File: src/common/ctrl_cfg.svh
`ifndef CTRL_CFG_SVH
`define CTRL_CFG_SVH

// instruction field widths
`define OPCODE_W 6
`define FUNCT_W 6

// opcode encodings
`define OP_RTYPE 6'b000000
`define OP_ADDI 6'b001000

// funct encodings, only meaningful when opcode is R-type
`define FN_ADD 6'b100000
`define FN_SUB 6'b100010

// memory latency seen by the fetch sequence
`define FETCH_READ_CYCLES 3

// step counter must reach FETCH_READ_CYCLES + 1
`define STEP_W 3

`endif

File: src/common/ctrl_pkg.sv
`include "ctrl_cfg.svh"

package ctrl_pkg;

  // decoded instruction, CLS_NONE covers everything unsupported
  typedef enum logic [1:0] {
    CLS_ADD  = 2'd0,
    CLS_SUB  = 2'd1,
    CLS_ADDI = 2'd2,
    CLS_NONE = 2'd3
  } instrClass_t;

  typedef enum logic [2:0] {
    STG_RESET  = 3'd0,
    STG_FETCH  = 3'd1,
    STG_DECODE = 3'd2,
    STG_EXEC   = 3'd3,
    STG_WRITE  = 3'd4,
    STG_DONE   = 3'd5
  } stage_t;

  // registered sequencer state
  typedef struct packed {
    stage_t              stage;
    logic [`STEP_W-1:0]  step;       // sub-step inside fetch
    instrClass_t         instrClass; // latched at decode
  } phase_t;

  typedef enum logic [2:0] {
    ALU_NOP = 3'd0,
    ALU_ADD = 3'd1,
    ALU_SUB = 3'd2
  } aluOp_t;

  typedef enum logic [1:0] {
    SRCA_PC = 2'd0,
    SRCA_A  = 2'd1
  } aluSrcA_t;

  typedef enum logic [1:0] {
    SRCB_B    = 2'd0,
    SRCB_FOUR = 2'd1,
    SRCB_IMM  = 2'd2  // sign-extended immediate
  } aluSrcB_t;

  typedef enum logic [1:0] {
    DST_RT = 2'd0,
    DST_RD = 2'd1
  } regDst_t;

  // write-back mux, only the ALUOut leg is used here
  typedef enum logic [2:0] {
    WB_ALUOUT = 3'd1
  } memToReg_t;

  typedef enum logic [2:0] {
    PCS_NONE      = 3'd0,
    PCS_ALURESULT = 3'd1,
    PCS_ALUOUT    = 3'd2
  } pcSource_t;

  // everything the datapath needs in one cycle
  typedef struct packed {
    logic      pcWrite;
    logic      irWrite;
    logic      regWrite;
    logic      abWrite;
    logic      aluOutWrite;
    aluOp_t    aluOp;
    aluSrcA_t  aluSrcA;
    aluSrcB_t  aluSrcB;
    regDst_t   regDst;
    memToReg_t memToReg;
    pcSource_t pcSource;
  } ctrlWord_t;

endpackage

File: src/rtl/ctrlEncoder.sv
`include "ctrl_cfg.svh"

module ctrlEncoder (
  input  ctrl_pkg::phase_t    phase,
  output ctrl_pkg::ctrlWord_t ctrl
);

  localparam logic [`STEP_W-1:0] irStep = `STEP_W'(`FETCH_READ_CYCLES);
  localparam logic [`STEP_W-1:0] abStep = `STEP_W'(`FETCH_READ_CYCLES + 1);

  logic isAddi;
  logic isSub;

  assign isAddi = (phase.instrClass == ctrl_pkg::CLS_ADDI);
  assign isSub  = (phase.instrClass == ctrl_pkg::CLS_SUB);

  always_comb begin
    ctrl = '0;  // idle word, all strobes low

    case (phase.stage)
      ctrl_pkg::STG_FETCH: begin
        if (phase.step < irStep) begin
          // memory read in progress, PC + 4 into ALUOut
          ctrl.aluOutWrite = 1'b1;
          ctrl.aluOp       = ctrl_pkg::ALU_ADD;
          ctrl.aluSrcA     = ctrl_pkg::SRCA_PC;
          ctrl.aluSrcB     = ctrl_pkg::SRCB_FOUR;
          ctrl.pcSource    = ctrl_pkg::PCS_ALURESULT;
        end else if (phase.step == irStep) begin
          ctrl.pcWrite  = 1'b1;
          ctrl.irWrite  = 1'b1;
          ctrl.pcSource = ctrl_pkg::PCS_ALUOUT; // PC + 4 held in ALUOut
        end else if (phase.step == abStep) begin
          ctrl.abWrite = 1'b1; // register file read into A and B
        end
      end

      ctrl_pkg::STG_EXEC: begin
        ctrl.aluOutWrite = 1'b1;
        ctrl.aluSrcA     = ctrl_pkg::SRCA_A;
        if (isSub) begin
          ctrl.aluOp = ctrl_pkg::ALU_SUB;
        end else begin
          ctrl.aluOp = ctrl_pkg::ALU_ADD;
        end
        if (isAddi) begin
          ctrl.aluSrcB = ctrl_pkg::SRCB_IMM;
        end else begin
          ctrl.aluSrcB = ctrl_pkg::SRCB_B;
        end
      end

      // result from ALUOut into the register file
      ctrl_pkg::STG_WRITE: begin
        ctrl.regWrite = 1'b1;
        ctrl.memToReg = ctrl_pkg::WB_ALUOUT;
        if (isAddi) begin
          ctrl.regDst = ctrl_pkg::DST_RT;  // I-type target
        end else begin
          ctrl.regDst = ctrl_pkg::DST_RD;
        end
      end

      // reset, decode and done keep the idle word
      default: begin
        ctrl = '0;
      end
    endcase
  end

endmodule

File: src/rtl/ctrlUnit.sv
`include "ctrl_cfg.svh"

module ctrlUnit (
  input  logic                 clk,
  input  logic                 reset,
  input  logic [`OPCODE_W-1:0] opcode,  // from IR
  input  logic [`FUNCT_W-1:0]  funct,
  output ctrl_pkg::ctrlWord_t  ctrl
);

  ctrl_pkg::instrClass_t instrClass;
  ctrl_pkg::phase_t      phase;

  instrDecoder instrDecoder_inst (
    .opcode     (opcode),
    .funct      (funct),
    .instrClass (instrClass)
  );

  // the only registered block
  phaseSequencer phaseSequencer_inst (
    .clk        (clk),
    .reset      (reset),
    .instrClass (instrClass),
    .phase      (phase)
  );

  ctrlEncoder ctrlEncoder_inst (
    .phase (phase),
    .ctrl  (ctrl)
  );

endmodule

File: src/rtl/instrDecoder.sv
`include "ctrl_cfg.svh"

module instrDecoder (
  input  logic [`OPCODE_W-1:0]  opcode,
  input  logic [`FUNCT_W-1:0]   funct,
  output ctrl_pkg::instrClass_t instrClass
);

  logic isRType;
  logic isAddi;

  assign isRType = (opcode == `OP_RTYPE);
  assign isAddi  = (opcode == `OP_ADDI);

  // funct only matters for R-type
  always_comb begin
    instrClass = ctrl_pkg::CLS_NONE;
    if (isRType) begin
      case (funct)
        `FN_ADD: instrClass = ctrl_pkg::CLS_ADD;
        `FN_SUB: instrClass = ctrl_pkg::CLS_SUB;
        default: instrClass = ctrl_pkg::CLS_NONE; // other R-type ops
      endcase
    end else if (isAddi) begin
      instrClass = ctrl_pkg::CLS_ADDI;
    end
  end

endmodule

File: src/rtl/phaseSequencer.sv
`include "ctrl_cfg.svh"

module phaseSequencer (
  input  logic                  clk,
  input  logic                  reset,
  input  ctrl_pkg::instrClass_t instrClass,
  output ctrl_pkg::phase_t      phase
);

  // fetch runs read steps, then the PC/IR step, then the A/B step
  localparam logic [`STEP_W-1:0] lastFetchStep = `STEP_W'(`FETCH_READ_CYCLES + 1);

  ctrl_pkg::phase_t phaseNext;

  always_comb begin
    phaseNext = phase;
    phaseNext.step = '0;  // only fetch counts steps

    case (phase.stage)
      // one idle cycle after reset before fetch begins
      ctrl_pkg::STG_RESET: begin
        phaseNext.stage = ctrl_pkg::STG_FETCH;
      end

      ctrl_pkg::STG_FETCH: begin
        if (phase.step == lastFetchStep) begin
          phaseNext.stage = ctrl_pkg::STG_DECODE;
        end else begin
          phaseNext.step = phase.step + `STEP_W'(1);
        end
      end

      // IR is stable by now, sample the class
      ctrl_pkg::STG_DECODE: begin
        phaseNext.instrClass = instrClass;
        if (instrClass == ctrl_pkg::CLS_NONE) begin
          phaseNext.stage = ctrl_pkg::STG_FETCH; // unsupported, nothing written
        end else begin
          phaseNext.stage = ctrl_pkg::STG_EXEC;
        end
      end

      ctrl_pkg::STG_EXEC: begin
        phaseNext.stage = ctrl_pkg::STG_WRITE;
      end

      ctrl_pkg::STG_WRITE: begin
        phaseNext.stage = ctrl_pkg::STG_DONE;
      end

      ctrl_pkg::STG_DONE: begin
        phaseNext.stage = ctrl_pkg::STG_FETCH;
      end

      default: begin
        phaseNext.stage = ctrl_pkg::STG_RESET; // recover from illegal encodings
      end
    endcase
  end

  always_ff @(posedge clk) begin
    if (reset) begin
      phase.stage      <= ctrl_pkg::STG_RESET;
      phase.step       <= '0;
      phase.instrClass <= ctrl_pkg::CLS_NONE;
    end else begin
      phase <= phaseNext;
    end
  end

endmodule

File: config.mk
export PLATFORM = sky130hd
export DESIGN_NAME = ctrlUnit
export DESIGN_NICKNAME = d
export VERILOG_FILES = /design/src/common/ctrl_pkg.sv /design/src/rtl/ctrlEncoder.sv /design/src/rtl/ctrlUnit.sv /design/src/rtl/instrDecoder.sv /design/src/rtl/phaseSequencer.sv
export VERILOG_INCLUDE_DIRS = /design/src /design/src/common
export SDC_FILE = /design/constraint.sdc
export NUM_CORES = 1
export LEC_CHECK = 0
export ABC_AREA = 1
export BUFFER_PORTS_ARGS = -buffer_cell sky130_fd_sc_hd__buf_2
export CELL_PAD_IN_SITES_DETAIL_PLACEMENT = 0
export CELL_PAD_IN_SITES_GLOBAL_PLACEMENT = 1
export CORE_MARGIN = 2
export CORE_UTILIZATION = 29
export CTS_CLUSTER_DIAMETER = 40
export CTS_CLUSTER_SIZE = 25
export DETAILED_ROUTE_END_ITERATION = 8
export PLACE_DENSITY_LB_ADDON = 0.2
export SETUP_SLACK_MARGIN = 0.2
export SYNTH_ARGS = -nofsm -noshare
export SYNTH_HDL_FRONTEND = slang
export SYNTH_SLANG_ARGS = --single-unit
File: constraint.sdc
create_clock -name clk -period 1.5 [get_ports clk]
set_input_delay 0.075 -clock clk [delete_from_list [all_inputs] [get_ports clk]]
set_output_delay 0.075 -clock clk [all_outputs]
set_load 0.02 [all_outputs]
# Word-level counts from Yosys, hierarchy flattened
# Index checks and enable logic that the tools add are counted.
[word_totals]
ff_bits = 8
word_cells = 47
output_inout_bits = 20
input_bits = 14
[op_classes]
n_mux = 23
addsub = 1
bitwise = 1
n_eq_ne = 14
magnitude_cmp = 1
n_reduce_logical = 4
[ops]
columns = ["operator", "count"]
rows = [
  ["two-way mux 2 bit", 8],
  ["case mux 8 bit (2 select lines)", 1],
  ["case mux 3 bit (5 select lines)", 1],
  ["equality test 6 bit (second input constant)", 2],
  ["equality test 3 x 2 -> 1 bit (second input constant)", 3],
  ["equality test 3 bit (second input constant)", 3],
  ["two-way mux 3 bit", 3],
  ["two-way mux 8 bit", 1],
  ["two-way mux 1 bit", 7],
  ["equality test 6 x 4 -> 1 bit (second input constant)", 1],
  ["zero test 6 bit", 1],
  ["equality test 2 bit (second input constant)", 2],
  ["two-way mux 4 bit", 1],
  ["case mux 2 bit (2 select lines)", 1],
  ["adder 3 x 1 -> 3 bit (second input constant)", 1],
  ["equality test 3 x 1 -> 1 bit (second input constant)", 1],
  ["zero test 3 bit", 1],
  ["< comparator 3 x 2 -> 1 bit (second input constant)", 1],
  ["OR reduction 3 bit", 1],
  ["equality test 2 x 1 -> 1 bit (second input constant)", 1],
  ["inequality test 2 x 1 -> 1 bit (second input constant)", 1],
  ["OR reduction 2 bit", 1],
  ["NOT 1 bit", 1],
]

# Logic depth before layout (Yosys ltp)
# Gate-level depths: netlist of the first run.
[depth]
ltp_word = 6
ltp_mapped = 8

# By module
# A second synthesis of the first run with hierarchy kept.
[hier_totals]
hier_cells = 97
area_unflattened_um2 = 593.1
[modules_own_cells]
columns = ["module", "area_per_inst_um2", "seq_area_each_um2", "n_inst", "cells_per_inst"]
rows = [
  ["phaseSequencer", 337.8, 160.2, 1, 43],
  ["ctrlEncoder", 191.4, 0.0, 1, 39],
  ["instrDecoder", 63.8, 0.0, 1, 15],
]

# Worst setup path before layout of the first run
# No wires, ideal clock.
[synth_timing]
path_type = "flip-flop to output port"
startpoint = "reg, netlist name phaseSequencer_inst.phase[7]"
endpoint = "out ctrl[6] (netlist name)"
path_slack_ps = 127
stages_incl_launch_ff = 5
required_time_ps = 1425
arrival_time_ps = 1298
n_path_buf = 0
path_cell_list = "dfxtp_1 > nand2_1 > nor2_1 > inv_2 > a21oi_1"
[synth_lines]
columns = ["element", "line", "rtl"]
rows = [
  ["to (decl)", "ctrlUnit.sv:8", "output ctrl_pkg::ctrlWord_t ctrl"],
]

==> results by group, run 1 <==
Global routing
  • Vias in the first global route: 605
  • Global route overflow: 0
  • Initial antenna violation count: 0
  • First-pass GRT wire length: 2.373 mm
  • Tot GR Track Use: 12.56%
  • Largest net degree at the start of global routing: 6

Logic synthesis
  • Synthesized flop and latch total: 8
  • Register area share after synthesis: 27.00%
  • Avg Inst Size Synth: 6.590 sq um
  • XOR/XNOR Fraction of Synth Area: 0%
  • Post-synthesis adder-cell area fraction: 6.329%
  • Mux cell area share after synthesis: 0%
  • Synth warn: 0
  • Cell area after synthesis: a little under 600 sq um
  • Syn Inst Count: 90
  • Compound-gate portion of the synthesized area: roughly 7%
  • Synth unique cells: 20
  • Simple-gate share of the synthesized area: a little over a third
  • Largest family of logic cells by synthesized area: simple AND/OR/NAND/NOR gates

Floorplan
  • Core area: 0.001942 sq mm
  • Horiz. Die Dim: 49.22 microns
  • FP Rows: 16
  • Starting Density: 30.54%
  • Chip Height: 49.22 microns
  • Die area: 0.002423 sq mm
  • Top Ports: 34

STA
  • Tmin final: between 1000 and 1500 ps
  • RSZ-0062 raised after global routing: true
  • Clock Skew: 5.340 ps
  • Setup violators final: 0
  • F_max: 703.4 MHz
  • Fin crit share: between 90% and 100%
  • WHS: ~6.3 ps
  • Fin. max-slew vios: 0
  • Final count of hold timing violations: 0
  • Setup tns final: 0 ps

Placed design
  • GPL Wtd Cong: 0.7190
  • Detailed Place HPWL: about 980 microns
  • Placed cells: 140
  • Port bufs: 27
  • DP Area: 724.4 sq um

Clock tree
  • Clock-pin slew on the worst setup and hold paths: about 50 ps
  • H-tree levels: 1
  • Clock buffer count from CTS: 3
  • CTS tree: built
  • Clk buf depth: 2
  • Worst skew pair latency: 260 ps
  • Root buf cell: clkbuf_4
  • Clock sink count: 8

Setup path
  • Crit end category: primary output
  • Worst EP required: 1420 ps
  • Critical path class: register to primary output
  • WP data arrival: 1350 ps
  • Startpoint types: register
  • CP Max Fanout: 3

Routing
  • Pre-antenna DRT Iters: 4
  • Routed Antenna Nets: 0
  • DR iter-0 viols: 4
  • Via count: 615
  • Final WL: 1.331 mm
  • Vias per inst: 4.100
  • DRC viols: 0
  • WL/cell: 8.873 microns

Layout
  • Area added between synthesis and finish: 62.45%
  • Antenna Cells: 0
  • Final nets: roughly 140
  • Layout Utilization: 49.61%
  • Non-Filler Instances: 150
  • Largest registers: phaseSequencer_inst.phase (8)
  • Top reg by flops: phaseSequencer_inst.phase
  • Layout cells sized above 1: 57.72%
  • Post-route cell area: 963.4 sq um
  • Largest register FFs: 8

Power
  • Leakage power: 0.4592 nW
  • Maximum vdd drop: 0.0004716 V
  • Cell Pwr Density: 661.2 mW/mm^2

Hold path
  • HP Class: input port to register

Run
  • Max-Cap Viols: 0

Run status
  • Outcome: completed
## stage by stage
step	total power [mW]	setup WS, ps
2_1_floorplan	0.3642	203.7
3_3_place_gp	0.4006	316.9
3_5_place_dp	0.4018	308.4
4_1_cts	0.6146	135.7
5_1_grt	0.6845	14.99
6_report	0.6370	78.28
## path summary, 6_finish.rpt
path              slack [ps]                         start                      endpoint  cells after the start
setup / recovery          80  phaseSequencer_inst.phase[5]                      ctrl[16]                      6
hold / removal             6                         reset  phaseSequencer_inst.phase[5]                      2
setup reg to reg         350  phaseSequencer_inst.phase[7]  phaseSequencer_inst.phase[1]                      7
hold reg to reg          450  phaseSequencer_inst.phase[2]  phaseSequencer_inst.phase[2]                      1
## cell type report
| class | count | area, sq um |
|---|---|---|
| inverters | 19 | 76.32 |
| repair buffers | 34 | 256.5 |
| clock buffers | 3 | 22.52 |
| fillers | 202 | 978.4 |
| well taps | 27 | 33.78 |
| multi-input cells | 59 | 397.9 |
| flip-flops and latches | 8 | 176.4 |
## Yosys cell counts
cell	count	area (sq um)
ha_1	3	37.54
nand3_1	2	10.01
nor3_2	2	20.02
buf_4	9	67.56
nand3_2	1	10.01
inv_2	4	15.01
o21ai_0	1	5.000
nor3_4	1	16.27
nand2_2	1	6.260
nand3b_1	1	7.510
nor3_1	2	10.01
a21oi_1	5	25.02
conb_1	1	3.750
dfxtp_1	8	160.2
nand2_1	16	60.06
o211ai_1	1	7.510
inv_1	15	56.30
nor2_1	12	45.04
o21ai_1	1	5.000
nor2_2	4	25.02
## worst max-delay path: stages (launching register included)
cell and delay, ps:
dfxtp_2 350, inv_4 50, nor3_4 200, buf_6 140, inv_4 40, nor3_4 170, buf_6 130
## layout by cell type (no fill, tap or decap)
| cell | count |
|---|---|
| ha_1 | 1 |
| clkbuf_4 | 3 |
| nor3_4 | 3 |
| conb_1 | 6 |
| o211ai_1 | 1 |
| a21oi_2 | 2 |
| nor2_4 | 2 |
| o21ai_0 | 1 |
| nor2_2 | 5 |
| buf_4 | 7 |
| inv_2 | 5 |
| inv_1 | 12 |
| nand3b_1 | 1 |
| inv_4 | 2 |
| nand2_4 | 1 |
| buf_6 | 11 |
| nor2_1 | 9 |
| ha_4 | 2 |
| buf_2 | 16 |
| a21oi_1 | 3 |
| nor3_1 | 1 |
| nand3_2 | 1 |
| nand3_1 | 2 |
| o21ai_1 | 1 |
| nand2_1 | 11 |
| nor3_2 | 1 |
| dfxtp_2 | 1 |
| nand2_2 | 5 |
| dfxtp_4 | 4 |
| dfxtp_1 | 3 |
## routing by layer
metal | up-vias | track usage (%) | share of wire [%]
met2 | 17 | 21.17 | 55
met3 | 2 | 3.681 | 5.0
met5 | - | 0 | 0
met4 | 0 | 6.190 | 0.23
li1 | 324 | - | -
met1 | 272 | 14.31 | 40
## kinds of logic after synthesis
group	after synthesis
AND/OR/NAND/NOR	42
adder cells (fa/ha/maj)	3
flip-flops	8
AO/OA/AOI/OAI	8
buffers and inverters	28
other	1
## timing repair
action,in CTS,in global routing
setup buffers,4,3
setup endpoints to repair,11,11
hold buffers,0,0
pin swaps,6,5
resized for setup,36,17
## power breakdown
group	total, mW	leakage [nW]	internal (mW)	switching (mW)
combinational	0.236	0.377	0.105	0.131
clock	0.164	0.0138	0.0915	0.0726
sequential	0.237	0.0684	0.223	0.0145
Power figures use the tool's default switching activity.
==> inputs of run 2 (changes only) <==
--- a/config.mk
+++ b/config.mk
@@ -16,6 +16,7 @@
 export CTS_CLUSTER_SIZE = 25
 export DETAILED_ROUTE_END_ITERATION = 8
 export PLACE_DENSITY_LB_ADDON = 0.2
+export REMOVE_ABC_BUFFERS = 1
 export SETUP_SLACK_MARGIN = 0.2
 export SYNTH_ARGS = -nofsm -noshare
 export SYNTH_HDL_FRONTEND = slang
==> run 2 against run 1 <==
Clock power decreased by 5%. Sequential share of layout area is 0.93 points higher. Hold slack better by 7.5 ps. Core utilization fell by 3.7 points. Global-route usage is 1.6 points lower. Critical path depth is 1 lower. Highest routed layer unchanged.
==> results by group, run 2 (synthesis results as in run 1) <==
Run status
  • Outcome: completed

Clock tree
  • Worst skew pair latency: 240 ps (-20 ps)
  • Clock sink count: 8 (unchanged)
  • CTS tree: built
  • Root buf cell: clkbuf_4
  • Clk buf depth: 2 (unchanged)
  • H-tree levels: 1 (unchanged)
  • Clock buffer count from CTS: 3 (unchanged)
  • Clock-pin slew on the worst setup and hold paths: 50 ps (about the same)

Floorplan
  • Die area: 0.002423 sq mm (unchanged)
  • Chip Height: 49.22 microns (unchanged)
  • Horiz. Die Dim: 49.22 microns (unchanged)
  • FP Rows: 16 (unchanged)
  • Core area: 0.001942 sq mm (unchanged)
  • Starting Density: 30.54% (unchanged)
  • Top Ports: 34 (unchanged)

Routing
  • Final WL: 1.191 mm (-11%)
  • Pre-antenna DRT Iters: 4 (unchanged)
  • Vias per inst: 4.088 (-0.30%)
  • DRC viols: 0 (unchanged)
  • Via count: 605 (-1.6%)
  • Routed Antenna Nets: 0 (unchanged)
  • DR iter-0 viols: 10 (+6)
  • WL/cell: 8.047 microns (-9.3%)

Placed design
  • Port bufs: 27 (unchanged)
  • Detailed Place HPWL: 983.4 microns (+0.17%)
  • Pre-CTS setup slack: 335.2 ps (+26.86 ps)
  • GPL Wtd Cong: 0.7722 (+7.4%)
  • Placed cells: 140 (unchanged)

Global routing
  • Global route overflow: 0 (unchanged)
  • First-pass GRT wire length: 2.076 mm (-13%)
  • Tot GR Track Use: 10.98% (-1.6 points)
  • Initial antenna violation count: 0 (unchanged)
  • Vias in the first global route: 508 (-16%)
  • Largest net degree at the start of global routing: 6 (unchanged)

Layout
  • Top reg by flops: phaseSequencer_inst.phase
  • Antenna Cells: 0 (unchanged)
  • Largest registers: phaseSequencer_inst.phase (8)
  • Commonest non-fill, non-tap cells in the layout: buf_2, inv_1, nand2_1, nor2_1, buf_6
  • Layout cells sized above 1: 54.55% (-3.2 points)
  • Non-Filler Instances: 148 (-1.3%)
  • Final nets: 140 (-1.4%)
  • Largest register FFs: 8 (unchanged)
  • Layout Utilization: 45.88% (-3.7 points)
  • Area added between synthesis and finish: 50.21%
  • Commonest non-fill, non-tap cell in the layout: buf_2

Power
  • Sw frac: 32.61% (-1.6 points)
  • Leakage power: 0.4426 nW (-3.6%)
  • Cell Pwr Density: 666.8 mW/mm^2 (+0.85%)
  • Switching power: 0.1937 mW (-11%)
  • Clock share of power: 26.0% (+0.2 points)
  • Maximum vdd drop: 0.0004572 V (-3.0%)
  • Sequential share of power: 40.2% (+3.0 points)
  • Internal: 0.4004 mW (-4.5%)
  • Gate power share: 33.8% (-3.2 points)

Hold path
  • HP Class: input port to register
  • Min-delay src: reset
  • Hold path cells: 2 (unchanged)
  • Endpoint, Worst Hold: phaseSequencer_inst.phase[5]

STA
  • RSZ-0062 raised after global routing: true
  • Fin crit share: 89.81% (-5.0 points)
  • Setup tns final: 0 ps (unchanged)
  • WHS: 13.87 ps (+7.517 ps)
  • Setup violators final: 0 (unchanged)
  • Final count of hold timing violations: 0 (unchanged)
  • Clock Skew: 0.6751 ps (-4.665 ps)
  • F_max: 742.3 MHz (+5.5%)
  • Final worst slack: 152.9 ps (+74.63 ps)
  • Tmin final: 1347 ps (-74.63 ps)
  • Fin. max-slew vios: 0 (unchanged)

Setup path
  • WP data arrival: 1270 ps (-80 ps)
  • R2R Path End: phaseSequencer_inst.phase[4]
  • Crit end category: primary output
  • R2R Setup Slk: 400 ps (+50 ps)
  • R2R cell count: 5 (-2)
  • CP Max Fanout: 4 (+1)
  • Startpoint types: register
  • Worst EP required: 1420 ps (about the same)
  • Reg-to-reg critical path startpoint: phaseSequencer_inst.phase[5]
  • Critical path class: register to primary output

Run
  • Max-Cap Viols: 0 (unchanged)
run 2: worst max path at each step:
stage | startpoint | end | slack, ps | cells after the start
2_1_floorplan | phaseSequencer_inst.phase[7] | ctrl[6] | -100 | 4
5_1_grt | phaseSequencer_inst.phase[5] | ctrl[12] | 50 | 5
6_report | phaseSequencer_inst.phase[5] | ctrl[12] | 150 | 5
3_5_place_dp | phaseSequencer_inst.phase[2] | ctrl[16] | 340 | 4
3_3_place_gp | phaseSequencer_inst.phase[2] | ctrl[16] | 360 | 4
4_1_cts | phaseSequencer_inst.phase[5] | ctrl[16] | 130 | 5
run 2: power groups by stage:
stage          sequential [mW]  clock, mW  combinational [mW]
3_3_place_gp             0.240          0               0.156
4_1_cts                  0.239      0.163               0.188
2_1_floorplan            0.238          0               0.109
5_1_grt                  0.240      0.179               0.222
6_report                 0.239      0.155               0.201
3_5_place_dp             0.240          0               0.157
run 2: area by class of cell:
class | instances | area (sq um)
Timing Repair Buffer | 32 | 219.0
Clock buffer | 3 | 22.52
Multi-Input combinational cell | 59 | 370.4
Sequential cell | 8 | 171.4
Fill cell | 207 | 1051
Tap cell | 27 | 33.78
Inverter | 19 | 73.82
run 2: per-stage QoR:
stage	area (sq um)	power [mW]
3_5_place_dp	713.2	0.3974
6_report	890.9	0.5941
2_1_floorplan	544.3	0.3478
4_1_cts	845.8	0.5906
3_3_place_gp	713.2	0.3961
5_1_grt	890.9	0.6404
run 2: metal layers:
layer	vias up	global-route usage [%]	part of all wire, %
met5	-	0	0
met4	0	4.286	1.3
met3	2	4.908	8.9
met2	25	17.34	46
met1	255	12.87	43
li1	323	-	-
run 2: what timing repair did:
item                                    4_1_cts  5_1_grt
hold buffers                                  0        0
buffers inserted                              3        2
gates resized for setup                      28       11
pin swaps                                     5        5
endpoints found under the setup margin       11       11
cloned                                        0        0
run 2: worst max-delay path, stage by stage (launching register included):
cell and delay (ps):
dfxtp_2 330, inv_2 50, nor3_4 270, nand2_2 140, nand2_1 80, buf_2 160
==> inputs of run 3 (changes only) <==
--- a/config.mk
+++ b/config.mk
@@ -8,10 +8,8 @@
 export LEC_CHECK = 0
 export ABC_AREA = 1
 export BUFFER_PORTS_ARGS = -buffer_cell sky130_fd_sc_hd__buf_2
-export CELL_PAD_IN_SITES_DETAIL_PLACEMENT = 0
-export CELL_PAD_IN_SITES_GLOBAL_PLACEMENT = 1
 export CORE_MARGIN = 2
-export CORE_UTILIZATION = 29
+export CORE_UTILIZATION = 45
 export CTS_CLUSTER_DIAMETER = 40
 export CTS_CLUSTER_SIZE = 25
 export DETAILED_ROUTE_END_ITERATION = 8
==> run 3 against run 2 <==
Clock skew increased by 9.5 ps. Routed wire length down 1.5%. Fmax decreased by 4.6%. Sequential power hardly changed. Clock power grew 6%. Total power grew 0.34%. Worst setup slack lost 65 ps. Register-to-register slack gained 30 ps. Critical path type unchanged. Clock-buffer cell count unchanged.
==> results by group, run 3 (synthesis results as in run 1) <==
Run status
  • Outcome: completed

Clock tree
  • Worst skew pair latency: 260 ps (+20 ps)
  • Clk buf depth: 2 (unchanged)
  • H-tree levels: 1 (unchanged)
  • CTS Hold Buffers Added: 0 (unchanged)
  • Root buf cell: clkbuf_4
  • Clock-pin slew on the worst setup and hold paths: 60 ps (about the same)
  • CTS tree: built
  • Clock sink count: 8 (unchanged)
  • Clock buffer count from CTS: 3 (unchanged)

Placed design
  • Placed cells: 128 (-8.6%)
  • GPL Wtd Cong: 0.6586 (-15%)
  • Detailed Place HPWL: 922.4 microns (-6.2%)
  • Port bufs: 27 (unchanged)

STA
  • Fin crit share: 94.13% (+4.3 points)
  • F_max: 708.2 MHz (-4.6%)
  • Fin. max-slew vios: 0 (unchanged)
  • RSZ-0062 raised after global routing: true
  • Setup violators final: 0 (unchanged)
  • Clock Skew: 10.18 ps (+9.505 ps)
  • Final count of hold timing violations: 0 (unchanged)
  • Tmin final: 1412 ps (+64.84 ps)

Layout
  • Area added between synthesis and finish: 35.86%
  • Final nets: 136 (-2.9%)
  • Largest registers: phaseSequencer_inst.phase (8)
  • Commonest non-fill, non-tap cells in the layout: buf_2, inv_1, nand2_1, nor2_1
  • Commonest non-fill, non-tap cell in the layout: buf_2
  • Top reg by flops: phaseSequencer_inst.phase
  • Layout cells sized above 1: 50.43% (-4.1 points)
  • Non-Filler Instances: 132 (-11%)
  • Antenna Cells: 0 (unchanged)
  • Largest register FFs: 8 (unchanged)

Routing
  • DRC viols: 0 (unchanged)
  • DR iter-0 viols: 4 (-6)
  • Vias per inst: 4.417 (+8.0%)
  • Final WL: 1.173 mm (-1.5%)
  • WL/cell: 8.886 microns (+10%)
  • Via count: 583 (-3.6%)
  • Routed Antenna Nets: 0 (unchanged)
  • Pre-antenna DRT Iters: 2 (-2)

Run
  • Max-Cap Viols: 0 (unchanged)

Power
  • Cell Pwr Density: 739.8 mW/mm^2 (+11%)
  • Maximum vdd drop: 0.0004675 V (+2.2%)
  • Tot Pwr: 0.5961 mW (+0.34%)
  • Leakage power: 0.4190 nW (-5.3%)

Setup path
  • Startpoint types: register
  • Crit end category: primary output
  • Critical path class: register to primary output
  • CP Max Fanout: 4 (unchanged)
  • WP data arrival: 1340 ps (+70 ps)
  • Worst EP required: 1420 ps (about the same)

Hold path
  • HP Class: input port to register

Floorplan
  • Starting Density: 46.75% (+16 points)
  • Top Ports: 34 (unchanged)
  • Die area: 0.001624 sq mm (-33%)
  • Horiz. Die Dim: 40.31 microns (-18%)
  • FP Rows: 13 (-3)
  • Chip Height: 40.31 microns (-18%)
  • Core area: 0.001269 sq mm (-35%)

Global routing
  • Largest net degree at the start of global routing: 6 (unchanged)
  • Tot GR Track Use: 17.47% (+6.5 points)
  • First-pass GRT wire length: 1.856 mm (-11%)
  • GRT met3 Usage: 3.333% (-1.6 points)
  • Initial antenna violation count: 0 (unchanged)
  • Global route overflow: 0 (unchanged)
  • GR met1 Demand/Resource: 18.79% (+5.9 points)
  • GRT Max-Usage Layer: met2
  • Vias in the first global route: 517 (+1.8%)
  • Grt met2 use: 31.45% (+14 points)
==> run 3: critical path, stage by stage (launching register included) <==
cell and delay (ps):
dfxtp_2 330, ha_1 200, ha_1 220, nor3_2 180
buf_4 160
==> run 3: report_power, final <==
part	leakage, nW	switching [mW]	total, mW	internal [mW]
combinational	0.338	0.116	0.197	0.0808
sequential	0.0673	0.0113	0.236	0.224
clock	0.0138	0.0721	0.164	0.0915
==> run 3: final timing paths <==
check / from / end / slack, ps / cells past startpoint
setup / recovery: phaseSequencer_inst.phase[2] / ctrl[16] / 90 / 4
hold reg to reg: phaseSequencer_inst.phase[2] / phaseSequencer_inst.phase[2] / 430 / 1
setup reg to reg: phaseSequencer_inst.phase[5] / phaseSequencer_inst.phase[6] / 430 / 8
hold / removal: reset / phaseSequencer_inst.phase[5] / 9 / 2
==> run 3: what timing repair did <==
action,4_1_cts,5_1_grt
buffers inserted,1,0
gates resized for setup,25,7
endpoints found under the setup margin,11,11
pin swaps,4,4
endpoints found under the hold margin,0,0
==> run 3: area by class of cell <==
type                            instances  area, sq um
Multi-Input combinational cell         59        336.6
Sequential cell                         8        170.2
Inverter                               19        73.82
Clock buffer                            3        22.52
Timing Repair Buffer                   28        183.9
Tap cell                               15        18.77
Fill cell                             138        462.9
==> run 3: layer usage <==
metal	part of all wire, %	vias to the layer above
met4	2.0	0
met3	6.1	5
met5	0	-
li1	-	314
met1	40	241
met2	52	23
==> run 3: per-stage QoR <==
stage / utilization (%) / setup WS [ps] / setup TNS, ps / hold slack (ps) / cell area, sq um
6_report: 63.51 / 88.07 / 0 / 8.974 / 805.8
5_1_grt: 63.51 / 8.976 / 0 / 0.6971 / 805.8
4_1_cts: 61.93 / 98.37 / 0 / 4.095 / 785.8
3_5_place_dp: 55.03 / 328.5 / 0 / 275.8 / 698.2
3_3_place_gp: 55.03 / 350.5 / 0 / 271.1 / 698.2
2_1_floorplan: - / -95.87 / -240.3 / 144.1 / 544.3
